File: config.mk
export PLATFORM = sky130hd
export DESIGN_NAME = ciSubsystem
export DESIGN_NICKNAME = d
export VERILOG_FILES = /design/src/ciPkg.sv /design/src/pixelPkg.sv /design/src/resetCounter.sv /design/src/byteSwapIse.sv /design/src/grayscaleIse.sv /design/src/ciCombiner.sv /design/src/ciSubsystem.sv
export SDC_FILE = /design/constraint.sdc
export NUM_CORES = 1
export LEC_CHECK = 0
export BUFFER_PORTS_ARGS = -buffer_cell sky130_fd_sc_hd__buf_2
export CAP_MARGIN = 10
export CORE_ASPECT_RATIO = 0.8
export CORE_MARGIN = 2
export CORE_UTILIZATION = 46
export DETAILED_ROUTE_END_ITERATION = 8
export PLACE_DENSITY_LB_ADDON = 0.25
export REMOVE_ABC_BUFFERS = 1
export SLEW_MARGIN = 20
export SYNTH_ARGS = -nofsm -noshare
export SYNTH_HDL_FRONTEND = slang
export SYNTH_SLANG_ARGS = --single-unit
export TNS_END_PERCENT = 30
File: constraint.sdc
create_clock -name s_systemClock -period 3.5 [get_ports s_systemClock]
set_input_delay 0.525 -clock s_systemClock [delete_from_list [all_inputs] [get_ports s_systemClock]]
set_output_delay 0.525 -clock s_systemClock [all_outputs]
set_load 0.02 [all_outputs]
File: src/ciPkg.sv
package ciPkg;

  localparam int CiDataBits = 32;
  localparam int CiIdBits = 8;

  typedef logic [CiDataBits-1:0] ciDataT;
  typedef logic [CiIdBits-1:0] ciIdT;

  typedef struct packed {
    logic   start;
    ciIdT   id;
    ciDataT dataA;
    ciDataT dataB;
  } ciRequestT;

  typedef struct packed {
    logic   done;
    ciDataT result;
  } ciUnitResponseT;

  typedef struct packed {
    logic   done;
    logic   error;
    ciDataT result;
  } ciResponseT;

  localparam ciIdT SwapByteId = 8'd1;
  localparam ciIdT GrayscaleId = 8'hD;

  // Cycles without a unit answer before the combiner gives up
  localparam int CiTimeoutCycles = 3;

  typedef logic [$clog2(CiTimeoutCycles)-1:0] ciTimeoutT;

  localparam int ResetCountBits = 5; // Top bit set means reset is over

endpackage

File: src/pixelPkg.sv
package pixelPkg;

  localparam int RedBits = 5;
  localparam int GreenBits = 6;
  localparam int BlueBits = 5;
  localparam int GrayBits = 8;
  localparam int LumaWeightBits = 8;
  localparam int LumaProductBits = GrayBits + LumaWeightBits;

  typedef struct packed {
    logic [RedBits-1:0]   red;
    logic [GreenBits-1:0] green;
    logic [BlueBits-1:0]  blue;
  } rgb565T;

  typedef logic [GrayBits-1:0] grayT;
  typedef logic [LumaWeightBits-1:0] lumaWeightT;
  typedef logic [LumaProductBits-1:0] lumaProductT;

  // Luminance weights scaled so that they add up to 256
  localparam lumaWeightT RedWeight = 8'd54;
  localparam lumaWeightT GreenWeight = 8'd183;
  localparam lumaWeightT BlueWeight = 8'd19;

endpackage

File: src/resetCounter.sv
`timescale 1ns/1ps

module resetCounter import ciPkg::*; (
  input  logic s_systemClock,
  input  logic s_pllLocked,
  output logic ready
);

  logic [ResetCountBits-1:0] resetCount;

  always_ff @(posedge s_systemClock or negedge s_pllLocked) begin
    if (!s_pllLocked) begin
      resetCount <= '0;
    end else if (!resetCount[ResetCountBits-1]) begin
      resetCount <= resetCount + 1'b1; // Stops once the top bit is set
    end
  end

  assign ready = resetCount[ResetCountBits-1];

endmodule

File: src/byteSwapIse.sv
`timescale 1ns/1ps

module byteSwapIse import ciPkg::*; (
  input  logic           s_systemClock,
  input  logic           ready,
  input  ciRequestT      request,
  output ciUnitResponseT unitResponse
);

  logic   hit;
  ciDataT swapped;
  ciDataT dataA;

  assign dataA = request.dataA;
  assign hit = request.start && (request.id == SwapByteId);

  always_comb begin
    if (request.dataB[0]) begin
      swapped = {dataA[23:16], dataA[31:24], dataA[7:0], dataA[15:8]}; // Swap within each half
    end else begin
      swapped = {dataA[7:0], dataA[15:8], dataA[23:16], dataA[31:24]}; // Full reversal
    end
  end

  // Both fields stay zero when idle so the combiner can OR the units together
  always_ff @(posedge s_systemClock or negedge ready) begin
    if (!ready) begin
      unitResponse.done <= 1'b0;
      unitResponse.result <= '0;
    end else begin
      unitResponse.done <= hit;
      unitResponse.result <= hit ? swapped : '0;
    end
  end

endmodule

File: src/grayscaleIse.sv
`timescale 1ns/1ps

module grayscaleIse import ciPkg::*, pixelPkg::*; (
  input  logic           s_systemClock,
  input  logic           ready,
  input  ciRequestT      request,
  output ciUnitResponseT unitResponse
);

  logic        hit;
  rgb565T      pixel;
  grayT        redExpanded;
  grayT        greenExpanded;
  grayT        blueExpanded;
  logic        stage1Valid;
  lumaProductT redProduct;
  lumaProductT greenProduct;
  lumaProductT blueProduct;
  lumaProductT lumaSum;
  grayT        gray;

  assign hit = request.start && (request.id == GrayscaleId);
  assign pixel = request.dataA[15:0];

  // Each channel is widened by repeating its own top bits below it
  assign redExpanded = {pixel.red, pixel.red[RedBits-1 -: GrayBits-RedBits]};
  assign greenExpanded = {pixel.green, pixel.green[GreenBits-1 -: GrayBits-GreenBits]};
  assign blueExpanded = {pixel.blue, pixel.blue[BlueBits-1 -: GrayBits-BlueBits]};

  always_ff @(posedge s_systemClock or negedge ready) begin
    if (!ready) begin
      stage1Valid <= 1'b0;
    end else begin
      stage1Valid <= hit;
    end
  end

  always_ff @(posedge s_systemClock) begin
    redProduct <= lumaProductT'(redExpanded) * lumaProductT'(RedWeight);
    greenProduct <= lumaProductT'(greenExpanded) * lumaProductT'(GreenWeight);
    blueProduct <= lumaProductT'(blueExpanded) * lumaProductT'(BlueWeight);
  end

  // The weights add up to 256, so the sum cannot overflow and the top byte is the gray value
  assign lumaSum = redProduct + greenProduct + blueProduct;
  assign gray = lumaSum[LumaProductBits-1 -: GrayBits];

  always_ff @(posedge s_systemClock or negedge ready) begin
    if (!ready) begin
      unitResponse.done <= 1'b0;
      unitResponse.result <= '0;
    end else begin
      unitResponse.done <= stage1Valid;
      unitResponse.result <= stage1Valid ? {{(CiDataBits-GrayBits){1'b0}}, gray} : '0;
    end
  end

endmodule

File: src/ciCombiner.sv
`timescale 1ns/1ps

module ciCombiner import ciPkg::*; (
  input  logic           s_systemClock,
  input  logic           ready,
  input  logic           start,
  input  ciUnitResponseT swapResponse,
  input  ciUnitResponseT grayResponse,
  output ciResponseT     response
);

  ciUnitResponseT merged;
  logic           pending;
  ciTimeoutT      timeoutCount;
  logic           timeoutHit;
  logic           doneReg;
  logic           errorReg;
  ciDataT         resultReg;

  // Idle units drive zeros, so a plain OR selects the one that answers
  assign merged.done = swapResponse.done | grayResponse.done;
  assign merged.result = swapResponse.result | grayResponse.result;

  assign timeoutHit = pending && (timeoutCount == '0) && !merged.done;

  always_ff @(posedge s_systemClock or negedge ready) begin
    if (!ready) begin
      pending <= 1'b0;
      timeoutCount <= '0;
    end else if (start) begin
      pending <= 1'b1;
      timeoutCount <= ciTimeoutT'(CiTimeoutCycles - 1);
    end else if (merged.done || timeoutHit) begin
      pending <= 1'b0;
    end else if (pending) begin
      timeoutCount <= timeoutCount - 1'b1;
    end
  end

  always_ff @(posedge s_systemClock or negedge ready) begin
    if (!ready) begin
      doneReg <= 1'b0;
      errorReg <= 1'b0;
    end else begin
      doneReg <= merged.done | timeoutHit;
      errorReg <= timeoutHit; // Nobody claimed the instruction number
    end
  end

  always_ff @(posedge s_systemClock) begin
    resultReg <= merged.result; // Zero on a timeout since no unit answered
  end

  assign response.done = doneReg;
  assign response.error = errorReg;
  assign response.result = resultReg;

endmodule

File: src/ciSubsystem.sv
`timescale 1ns/1ps

module ciSubsystem import ciPkg::*; (
  input  logic       s_systemClock,
  input  logic       s_pllLocked,
  input  ciRequestT  request,
  output ciResponseT response,
  output logic       ready
);

  ciUnitResponseT swapResponse;
  ciUnitResponseT grayResponse;

  resetCounter resetCounter_i (
    .s_systemClock(s_systemClock),
    .s_pllLocked(s_pllLocked),
    .ready(ready)
  );

  byteSwapIse byteSwap_i (
    .s_systemClock(s_systemClock),
    .ready(ready),
    .request(request),
    .unitResponse(swapResponse)
  );

  grayscaleIse grayscale_i (
    .s_systemClock(s_systemClock),
    .ready(ready),
    .request(request),
    .unitResponse(grayResponse)
  );

  ciCombiner combiner_i (
    .s_systemClock(s_systemClock),
    .ready(ready),
    .start(request.start),
    .swapResponse(swapResponse),
    .grayResponse(grayResponse),
    .response(response)
  );

endmodule

==> results of run 1 <==
==> where the power goes <==
group          internal (uW)  switching (uW)  leakage, uW  total, uW
combinational           1650            1930      0.00307       3570
sequential              1680             120      0.00134       1800
clock                   1060             664     0.000281       1720
==> cells in the mapped netlist, types with 9 or more instances <==
| library cell | number | share of area [%] |
|---|---|---|
| sky130_fd_sc_hd__xor2_1 | 10 | 1.2 |
| sky130_fd_sc_hd__mux2i_1 | 37 | 5.0 |
| sky130_fd_sc_hd__nand2b_1 | 9 | 0.75 |
| sky130_fd_sc_hd__nor2_2 | 29 | 2.4 |
| sky130_fd_sc_hd__xnor2_1 | 22 | 2.6 |
| sky130_fd_sc_hd__o21ai_0 | 19 | 1.3 |
| sky130_fd_sc_hd__nand3_1 | 9 | 0.60 |
| sky130_fd_sc_hd__a21oi_1 | 32 | 2.1 |
| sky130_fd_sc_hd__dfrtp_1 | 53 | 18 |
| sky130_fd_sc_hd__and3_1 | 9 | 0.75 |
| sky130_fd_sc_hd__nor2_1 | 18 | 0.90 |
| sky130_fd_sc_hd__nand2_1 | 20 | 1.0 |
| sky130_fd_sc_hd__fa_1 | 44 | 12 |
| sky130_fd_sc_hd__ha_1 | 103 | 17 |
| sky130_fd_sc_hd__inv_1 | 90 | 4.5 |
| sky130_fd_sc_hd__a21o_1 | 12 | 1.2 |
| sky130_fd_sc_hd__dfxtp_1 | 74 | 20 |
| sky130_fd_sc_hd__nor3_1 | 11 | 0.74 |
==> through the flow <==
stage / std cells / TNS [ns]
2_1_floorplan: 670 / -0.0535
3_3_place_gp: 1010 / -1.95
3_5_place_dp: 1010 / -2.12
4_1_cts: 1043 / 0
5_1_grt: 1043 / -0.0358
6_report: 1043 / 0
==> what timing repair did <==
| item | 4_1_cts | 5_1_grt |
|---|---|---|
| hold buffers | 1 | 0 |
| endpoints found under the setup margin | 0 | 6 |
| resized for setup | 0 | 8 |
| hold endpoints to repair | 5 | 0 |
==> registers in the layout, summed over array words and instances (netlist names) <==
name                       count
grayscale_i.stage1Valid        1
byteSwap_i.unitResponse       33
combiner_i.timeoutCount        2
resetCounter_i.resetCount      5
grayscale_i.redProduct        13
combiner_i.pending             1
combiner_i.resultReg          32
combiner_i.doneReg             1
grayscale_i.blueProduct       13
grayscale_i.greenProduct      16
grayscale_i.unitResponse       9
combiner_i.errorReg            1
==> path summary, 6_finish.rpt <==
check / end / slack (ns) / cells after the start
setup reg to reg: grayscale_i.unitResponse[6] / 1.07 / 7
setup / recovery: grayscale_i.greenProduct[14] / 0.10 / 14
max in group asynchronous: byteSwap_i.unitResponse[12] / 2.49 / 1
hold reg to reg: combiner_i.errorReg / 0.25 / 0
min in group s_systemClock: combiner_i.timeoutCount[0] / 0.33 / 2
hold / removal: combiner_i.errorReg / 0.25 / 0
==> kinds of logic after synthesis <==
logic type	Yosys count	synth area share (%)
AOI/OAI and AO/OA	103	8.89
xor gates and xnor gates	32	3.75
adders and majority gates	147	29.0
buffers and inverters	102	5.99
DFF	127	37.6
muxes	38	5.10
and+or+nand+nor	133	9.69
==> layer usage <==
metal / global-route usage [%] / routed length [um] / up-vias
li1: - / - / 2574
met1: 26.1 / 7070 / 2555
met2: 28.9 / 6710 / 103
met3: 4.07 / 832 / 12
met4: 5.22 / 162 / 0
met5: 0 / 0 / -
==> area by class of cell <==
class | instances | area, sq um
Tap cell | 215 | 269
Timing Repair Buffer | 126 | 753
Fill cell | 1333 | 6840
Sequential cell | 127 | 2810
Clock inverter | 15 | 159
Multi-Input combinational cell | 453 | 4260
Clock buffer | 17 | 425
Inverter | 90 | 338
==> flow_results.xml, run 1 <==
<?xml version="1.0" encoding="UTF-8"?>
<metrics>
  <group name="status">
    <metric name="outcome" unit="">finished, final reports clean</metric>
  </group>
  <group name="route">
    <metric name="detail-route-antenna-nets" unit="">0</metric>
    <metric name="drtPass1Iterations" unit="">4</metric>
    <metric name="post_drt_via_cell_ratio" unit="">5.03</metric>
    <metric name="drt_wl_total" unit="um">14800</metric>
    <metric name="dr_total_vias" unit="">5244</metric>
    <metric name="count_of_unresolved_drc_violations_after_routing" unit="">0</metric>
    <metric name="starting_drt_drc_count" unit="">224</metric>
    <metric name="route.detailed.wl_per_inst" unit="um">14.2</metric>
  </group>
  <group name="logic_synthesis">
    <metric name="synthDistinctLibCells" unit="">53</metric>
    <metric name="syn_area" unit="sq um">7480</metric>
    <metric name="postSynthCellCount" unit="">682</metric>
    <metric name="syn_area_per_cell" unit="sq um">11.0</metric>
    <metric name="number_of_enable_flip_flop_cells_after_synthesis" unit="">0</metric>
    <metric name="ffs_latches_synth" unit="">127</metric>
    <metric name="ys_seq_area_share" unit="%">37.6</metric>
    <metric name="proportion_of_synthesized_flip_flops_having_asynchronous_set_or_reset" unit="%">41.7</metric>
    <metric name="ys_warn_count" unit="">0</metric>
    <metric name="synth-main-ff-cell" unit="">sky130_fd_sc_hd__dfxtp_1</metric>
  </group>
  <group name="worst_setup_path">
    <metric name="worstPathRequired" unit="ns">3.84</metric>
    <metric name="top_fanout_value_on_the_critical_path" unit="">3</metric>
    <metric name="cp-start-kind" unit="">primary input</metric>
    <metric name="timing.critical_path.buf_inv" unit="">4</metric>
    <metric name="critical_path_class" unit="">primary input to flip-flop</metric>
    <metric name="cpMostUsedCell" unit="">sky130_fd_sc_hd__ha_1</metric>
    <metric name="worst_path_dominant_cell_family" unit="">adder cells</metric>
    <metric name="reg2reg_from" unit="">grayscale_i.redProduct[2]</metric>
    <metric name="crit_path_end_kind" unit="">flip-flop</metric>
    <metric name="critical_path.cell_chain" unit="">buf_2, buf_4, ha_1, ha_1, fa_1, inv_1, fa_1, inv_1, ha_1, o21ai_1, a21oi_2, a31o_2, a21oi_2, xnor2_1</metric>
    <metric name="worstSetupStartpoint" unit="">request[37]</metric>
    <metric name="crit_slowest_cell" unit="">sky130_fd_sc_hd__fa_1</metric>
    <metric name="critical_path_arrival" unit="ns">3.74</metric>
    <metric name="critical_path.max_stage_delay" unit="ns">0.54</metric>
  </group>
  <group name="power_and_ir_drop">
    <metric name="power.density" unit="nW/um^2">788</metric>
    <metric name="power_leakage" unit="uW">0.00469</metric>
    <metric name="power_after_layout" unit="uW">7100</metric>
    <metric name="irDropWorstVdd" unit="mV">0.436</metric>
  </group>
  <group name="clocking">
    <metric name="cts_buffers" unit="">17</metric>
    <metric name="clkSlewWorstSetupHoldPaths" unit="ns">0.06</metric>
    <metric name="htree_levels" unit="">4</metric>
    <metric name="clkSinkCount" unit="">127</metric>
    <metric name="tritoncts_clock_tree" unit="">yes</metric>
    <metric name="cts-root-to-sink-buffers" unit="">2</metric>
    <metric name="clock_latency" unit="ns">0.41</metric>
    <metric name="number_of_buffers_added_for_setup_after_cts" unit="">0</metric>
    <metric name="cts_root_buffer" unit="">sky130_fd_sc_hd__clkbuf_16</metric>
  </group>
  <group name="sta">
    <metric name="slew_violations" unit="">0</metric>
    <metric name="worst-slew-pin-transition" unit="ns">0.938</metric>
    <metric name="unrepaired_setup_endpoints_after_global_routing" unit="">true</metric>
    <metric name="max_freq" unit="GHz">0.294</metric>
    <metric name="hold_ws" unit="ns">0.249</metric>
    <metric name="skew" unit="ns">0.00477</metric>
    <metric name="post-route-period-util" unit="%">97.1</metric>
    <metric name="worst_slack" unit="ns">0.100</metric>
    <metric name="timing.final.hold_violations" unit="">0</metric>
    <metric name="setup_viol" unit="">0</metric>
    <metric name="min_period" unit="ns">3.40</metric>
    <metric name="maxSlewHeadroom" unit="%">37.4</metric>
  </group>
  <group name="grt">
    <metric name="grt_first_pass_wirelength" unit="um">25700</metric>
    <metric name="globalRouteTotalUtil" unit="%">18.5</metric>
    <metric name="first_global_vias" unit="">5460</metric>
    <metric name="number_of_antenna_violations_at_the_first_check_in_global_routing" unit="">0</metric>
    <metric name="global_route.overflow_total" unit="">0</metric>
    <metric name="grt_max_degree" unit="">34</metric>
  </group>
  <group name="final_layout">
    <metric name="mostFrequentLayoutCells" unit="">sky130_fd_sc_hd__ha_1 (101), sky130_fd_sc_hd__inv_1 (89), sky130_fd_sc_hd__buf_2 (78)</metric>
    <metric name="diodes" unit="">0</metric>
    <metric name="final_layout_size_suffix_gt1_share" unit="%">25.0</metric>
    <metric name="stdcell_area" unit="sq um">9010</metric>
    <metric name="areaGrowthSynthToFinish" unit="%">20.5</metric>
    <metric name="mostFrequentLayoutCell" unit="">sky130_fd_sc_hd__ha_1</metric>
    <metric name="num-nets-final" unit="">1037</metric>
    <metric name="finalCoreUtilization" unit="%">56.8</metric>
  </group>
  <group name="placement">
    <metric name="dpl_wire_length" unit="um">12000</metric>
    <metric name="gp_congestion" unit="">0.871</metric>
    <metric name="port_buffers" unit="">78</metric>
    <metric name="preCtsSetupSlack" unit="ns">-0.423</metric>
    <metric name="post_dp_cell_area" unit="sq um">8380</metric>
  </group>
  <group name="die">
    <metric name="die_area" unit="sq um">17300</metric>
    <metric name="std_cell_rows" unit="">41</metric>
    <metric name="die-height" unit="um">118</metric>
    <metric name="core_box_area" unit="sq um">15900</metric>
    <metric name="starting_utilization_of_the_core_area" unit="%">47.2</metric>
    <metric name="pin_count" unit="">110</metric>
    <metric name="die_w" unit="um">147</metric>
  </group>
  <group name="run">
    <metric name="timing.max_cap.violations" unit="">0</metric>
  </group>
  <group name="worst_hold_path">
    <metric name="hold_path_class" unit="">flip-flop to async pin</metric>
  </group>
</metrics>
Note: power is estimated with default switching activity, not from simulation.
==> run 2, diff against run 1 <==
--- a/config.mk
+++ b/config.mk
@@ -16,5 +16,6 @@
 export SLEW_MARGIN = 20
 export SYNTH_ARGS = -nofsm -noshare
 export SYNTH_HDL_FRONTEND = slang
+export SYNTH_HIERARCHICAL = 1
 export SYNTH_SLANG_ARGS = --single-unit
 export TNS_END_PERCENT = 30
==> flow_results.xml, run 2 <==
<?xml version="1.0" encoding="UTF-8"?>
<metrics>
  <group name="final_layout">
    <metric name="top_register" unit="">byteSwap_i/unitResponse</metric>
    <metric name="sequential_standard_cell_area" unit="sq um">2810</metric>
    <metric name="num-nets-final" unit="">1055</metric>
    <metric name="diodes" unit="">0</metric>
    <metric name="largest_registers" unit="">byteSwap_i/unitResponse x33, combiner_i/resultReg x32, grayscale_i/greenProduct x16</metric>
    <metric name="largest_register_ffs" unit="">33</metric>
    <metric name="mostFrequentLayoutCells" unit="">sky130_fd_sc_hd__ha_1 (97), sky130_fd_sc_hd__inv_1 (90), sky130_fd_sc_hd__buf_2 (78)</metric>
    <metric name="multi_input_comb_area" unit="sq um">4680</metric>
    <metric name="n_fill_cell" unit="">1497</metric>
    <metric name="final_layout_size_suffix_gt1_share" unit="%">26.7</metric>
    <metric name="mostFrequentLayoutCell" unit="">sky130_fd_sc_hd__ha_1</metric>
    <metric name="stdcell_area" unit="sq um">9330</metric>
    <metric name="areaGrowthSynthToFinish" unit="%">17.0</metric>
  </group>
  <group name="logic_synthesis">
    <metric name="synthDistinctLibCells" unit="">62</metric>
    <metric name="syn_area_per_cell" unit="sq um">11.1</metric>
    <metric name="proportion_of_synthesized_flip_flops_having_asynchronous_set_or_reset" unit="%">41.7</metric>
    <metric name="ys_seq_area_share" unit="%">35.2</metric>
    <metric name="ffs_latches_synth" unit="">127</metric>
    <metric name="number_of_enable_flip_flop_cells_after_synthesis" unit="">0</metric>
    <metric name="netlist_top_cells_count" unit="">sky130_fd_sc_hd__ha_1 (101), sky130_fd_sc_hd__inv_1 (90), sky130_fd_sc_hd__dfxtp_1 (74)</metric>
    <metric name="leading_post_synthesis_cells_by_cell_area" unit="">sky130_fd_sc_hd__dfxtp_1 (19%), sky130_fd_sc_hd__dfrtp_1 (17%), sky130_fd_sc_hd__ha_1 (16%)</metric>
    <metric name="yosysTopAreaCell" unit="">sky130_fd_sc_hd__dfxtp_1</metric>
    <metric name="ys_warn_count" unit="">6</metric>
    <metric name="syn_area" unit="sq um">7970</metric>
    <metric name="synth_top_area_share" unit="%">18.6</metric>
    <metric name="postSynthCellCount" unit="">721</metric>
    <metric name="synth-main-ff-cell" unit="">sky130_fd_sc_hd__dfxtp_1</metric>
    <metric name="library_cell_with_the_highest_instance_count_after_synthesis" unit="">sky130_fd_sc_hd__ha_1</metric>
  </group>
  <group name="placement">
    <metric name="post_dp_cell_area" unit="sq um">8670</metric>
    <metric name="gp_congestion" unit="">0.860</metric>
    <metric name="dpl_wire_length" unit="um">12300</metric>
    <metric name="port_buffers" unit="">78</metric>
  </group>
  <group name="route">
    <metric name="count_of_unresolved_drc_violations_after_routing" unit="">0</metric>
    <metric name="detail-route-antenna-nets" unit="">0</metric>
    <metric name="starting_drt_drc_count" unit="">186</metric>
    <metric name="dr_total_vias" unit="">5291</metric>
    <metric name="drtPass1Iterations" unit="">4</metric>
    <metric name="route.detailed.wl_per_inst" unit="um">14.5</metric>
    <metric name="post_drt_via_cell_ratio" unit="">4.94</metric>
    <metric name="drt_wl_total" unit="um">15500</metric>
  </group>
  <group name="sta">
    <metric name="setup_viol" unit="">0</metric>
    <metric name="unrepaired_setup_endpoints_after_global_routing" unit="">true</metric>
    <metric name="min_period" unit="ns">3.43</metric>
    <metric name="max_freq" unit="GHz">0.292</metric>
    <metric name="worst-slew-pin-transition" unit="ns">0.975</metric>
    <metric name="post-route-period-util" unit="%">98.0</metric>
    <metric name="slew_violations" unit="">0</metric>
    <metric name="skew" unit="ns">0.00875</metric>
    <metric name="hold_ws" unit="ns">0.319</metric>
    <metric name="maxSlewHeadroom" unit="%">35.0</metric>
    <metric name="timing.final.hold_violations" unit="">0</metric>
  </group>
  <group name="clocking">
    <metric name="cts-root-to-sink-buffers" unit="">2</metric>
    <metric name="clkSinkCount" unit="">127</metric>
    <metric name="htree_levels" unit="">4</metric>
    <metric name="cts_root_buffer" unit="">sky130_fd_sc_hd__clkbuf_16</metric>
    <metric name="cts_buffers" unit="">17</metric>
    <metric name="tritoncts_clock_tree" unit="">yes</metric>
    <metric name="clkSlewWorstSetupHoldPaths" unit="ns">0.06</metric>
    <metric name="clock_latency" unit="ns">0.41</metric>
  </group>
  <group name="die">
    <metric name="core_box_area" unit="sq um">17200</metric>
    <metric name="die_area" unit="sq um">18400</metric>
    <metric name="starting_utilization_of_the_core_area" unit="%">46.4</metric>
    <metric name="die-height" unit="um">122</metric>
    <metric name="die_w" unit="um">151</metric>
    <metric name="std_cell_rows" unit="">43</metric>
    <metric name="pin_count" unit="">110</metric>
  </group>
  <group name="worst_setup_path">
    <metric name="rr_endpoint" unit="">grayscale_i/unitResponse[7]</metric>
    <metric name="worstSetupStartpoint" unit="">request[39]</metric>
    <metric name="r2r_cells" unit="">8</metric>
    <metric name="worstPathRequired" unit="ns">3.79</metric>
    <metric name="rrSetupSlack" unit="ns">0.98</metric>
    <metric name="reg2reg_from" unit="">grayscale_i/redProduct[8]</metric>
    <metric name="critical_path_class" unit="">primary input to flip-flop</metric>
    <metric name="top_fanout_value_on_the_critical_path" unit="">5</metric>
    <metric name="cp-start-kind" unit="">primary input</metric>
    <metric name="crit_path_end_kind" unit="">flip-flop</metric>
    <metric name="critical_path_arrival" unit="ns">3.72</metric>
  </group>
  <group name="grt">
    <metric name="global_route.overflow_total" unit="">0</metric>
    <metric name="first_global_vias" unit="">5478</metric>
    <metric name="grt_first_pass_wirelength" unit="um">26100</metric>
    <metric name="number_of_antenna_violations_at_the_first_check_in_global_routing" unit="">0</metric>
    <metric name="globalRouteTotalUtil" unit="%">18.4</metric>
    <metric name="grt_max_degree" unit="">55</metric>
  </group>
  <group name="worst_hold_path">
    <metric name="min_to" unit="">grayscale_i/stage1Valid</metric>
    <metric name="hold_depth" unit="">2</metric>
    <metric name="hold_path_class" unit="">primary input to flip-flop</metric>
    <metric name="hold_path_startpoint" unit="">request[65]</metric>
  </group>
  <group name="run">
    <metric name="timing.max_cap.violations" unit="">0</metric>
  </group>
  <group name="power_and_ir_drop">
    <metric name="power.density" unit="nW/um^2">765</metric>
    <metric name="power_after_layout" unit="uW">7140</metric>
    <metric name="power_leakage" unit="uW">0.00467</metric>
    <metric name="irDropWorstVdd" unit="mV">0.512</metric>
  </group>
  <group name="status">
    <metric name="outcome" unit="">finished, final reports clean</metric>
  </group>
</metrics>
-- run 2: cell count changes after synthesis, moves of 10 or more --
cell,before,now
sky130_fd_sc_hd__nor4_2,0,29
sky130_fd_sc_hd__or2_2,8,33
sky130_fd_sc_hd__nor2_2,29,0
sky130_fd_sc_hd__buf_2,1,11
sky130_fd_sc_hd__buf_4,2,26
-- run 2: layer usage --
metal  track usage (%)  share of wire (%)  up-vias
met4              4.56               0.91        0
met2              30.4                 47       84
li1                  -                  -     2624
met5                 0                  0        -
met1              25.0                 49     2571
met3              3.63                2.8       12
-- run 2: per-stage QoR --
stage	worst slack [ns]	util, %	TNS (ns)	std cells
after detailed placement	-0.507	50.5	-2.69	1038
final	0.0701	54.3	0	1071
after floorplan	-0.339	-	-0.684	701
after CTS	-0.00318	54.2	-0.00318	1071
after global placement	-0.474	50.5	-2.28	1038
after global routing	-0.0411	54.3	-0.0775	1071
-- run 2: cell families after synthesis --
logic type               synth area share [%]
AND/OR/NAND/NOR                          13.7
adder cells (fa/ha/maj)                  27.4
multiplexers                             4.60
AO/OA/AOI/OAI                            6.83
buffers and inverters                    8.18
flip-flops                               35.2
XOR/XNOR                                 3.96
other                                  0.0471
-- run 2: repair_timing --
item / in CTS / in global routing
gates resized for setup: 5 / 8
setup endpoints to repair: 4 / 5
hold buffers: 1 / 0
endpoints found under the hold margin: 5 / 0
setup buffers: 0 / 0
pin swaps: 2 / 6
-- run 2: worst max path at each step --
stage	slack, ns	end	depth (start not counted)
3_5_place_dp	-0.51	grayscale_i/greenProduct[15]	14
2_1_floorplan	-0.34	grayscale_i/greenProduct[15]	13
4_1_cts	-0.003	grayscale_i/greenProduct[15]	14
3_3_place_gp	-0.47	grayscale_i/greenProduct[15]	14
5_1_grt	-0.04	grayscale_i/greenProduct[13]	15
6_report	0.07	grayscale_i/greenProduct[13]	15
-- run 2: layout make-up --
type	instances	area share, %
clock buffer	19	4.75
inverter	90	3.62
clock inverter	13	1.22
tap	225	3.02
sequential	127	30.1
multi-input combinational	484	50.2
timing repair buffer	113	7.07
-- run 2: worst max-delay path, cell delays in order --
cell and delay, ns:
sky130_fd_sc_hd__buf_2 0.12, sky130_fd_sc_hd__buf_4 0.16, sky130_fd_sc_hd__ha_4 0.22, sky130_fd_sc_hd__fa_1 0.48, sky130_fd_sc_hd__inv_1 0.06, sky130_fd_sc_hd__fa_1 0.46
sky130_fd_sc_hd__fa_1 0.55, sky130_fd_sc_hd__inv_1 0.05, sky130_fd_sc_hd__ha_1 0.29, sky130_fd_sc_hd__o21a_1 0.12, sky130_fd_sc_hd__o21a_1 0.14, sky130_fd_sc_hd__nor2_1 0.04
sky130_fd_sc_hd__a21oi_1 0.22, sky130_fd_sc_hd__mux2i_1 0.22, sky130_fd_sc_hd__nand3_1 0.09
-- run 2: report_power, final --
group          total [uW]  internal, uW  leakage (uW)  switching (uW)
Sequential           1840          1700       0.00135             146
Clock                1630           995      0.000274             639
Combinational        3660          1670       0.00304            1990
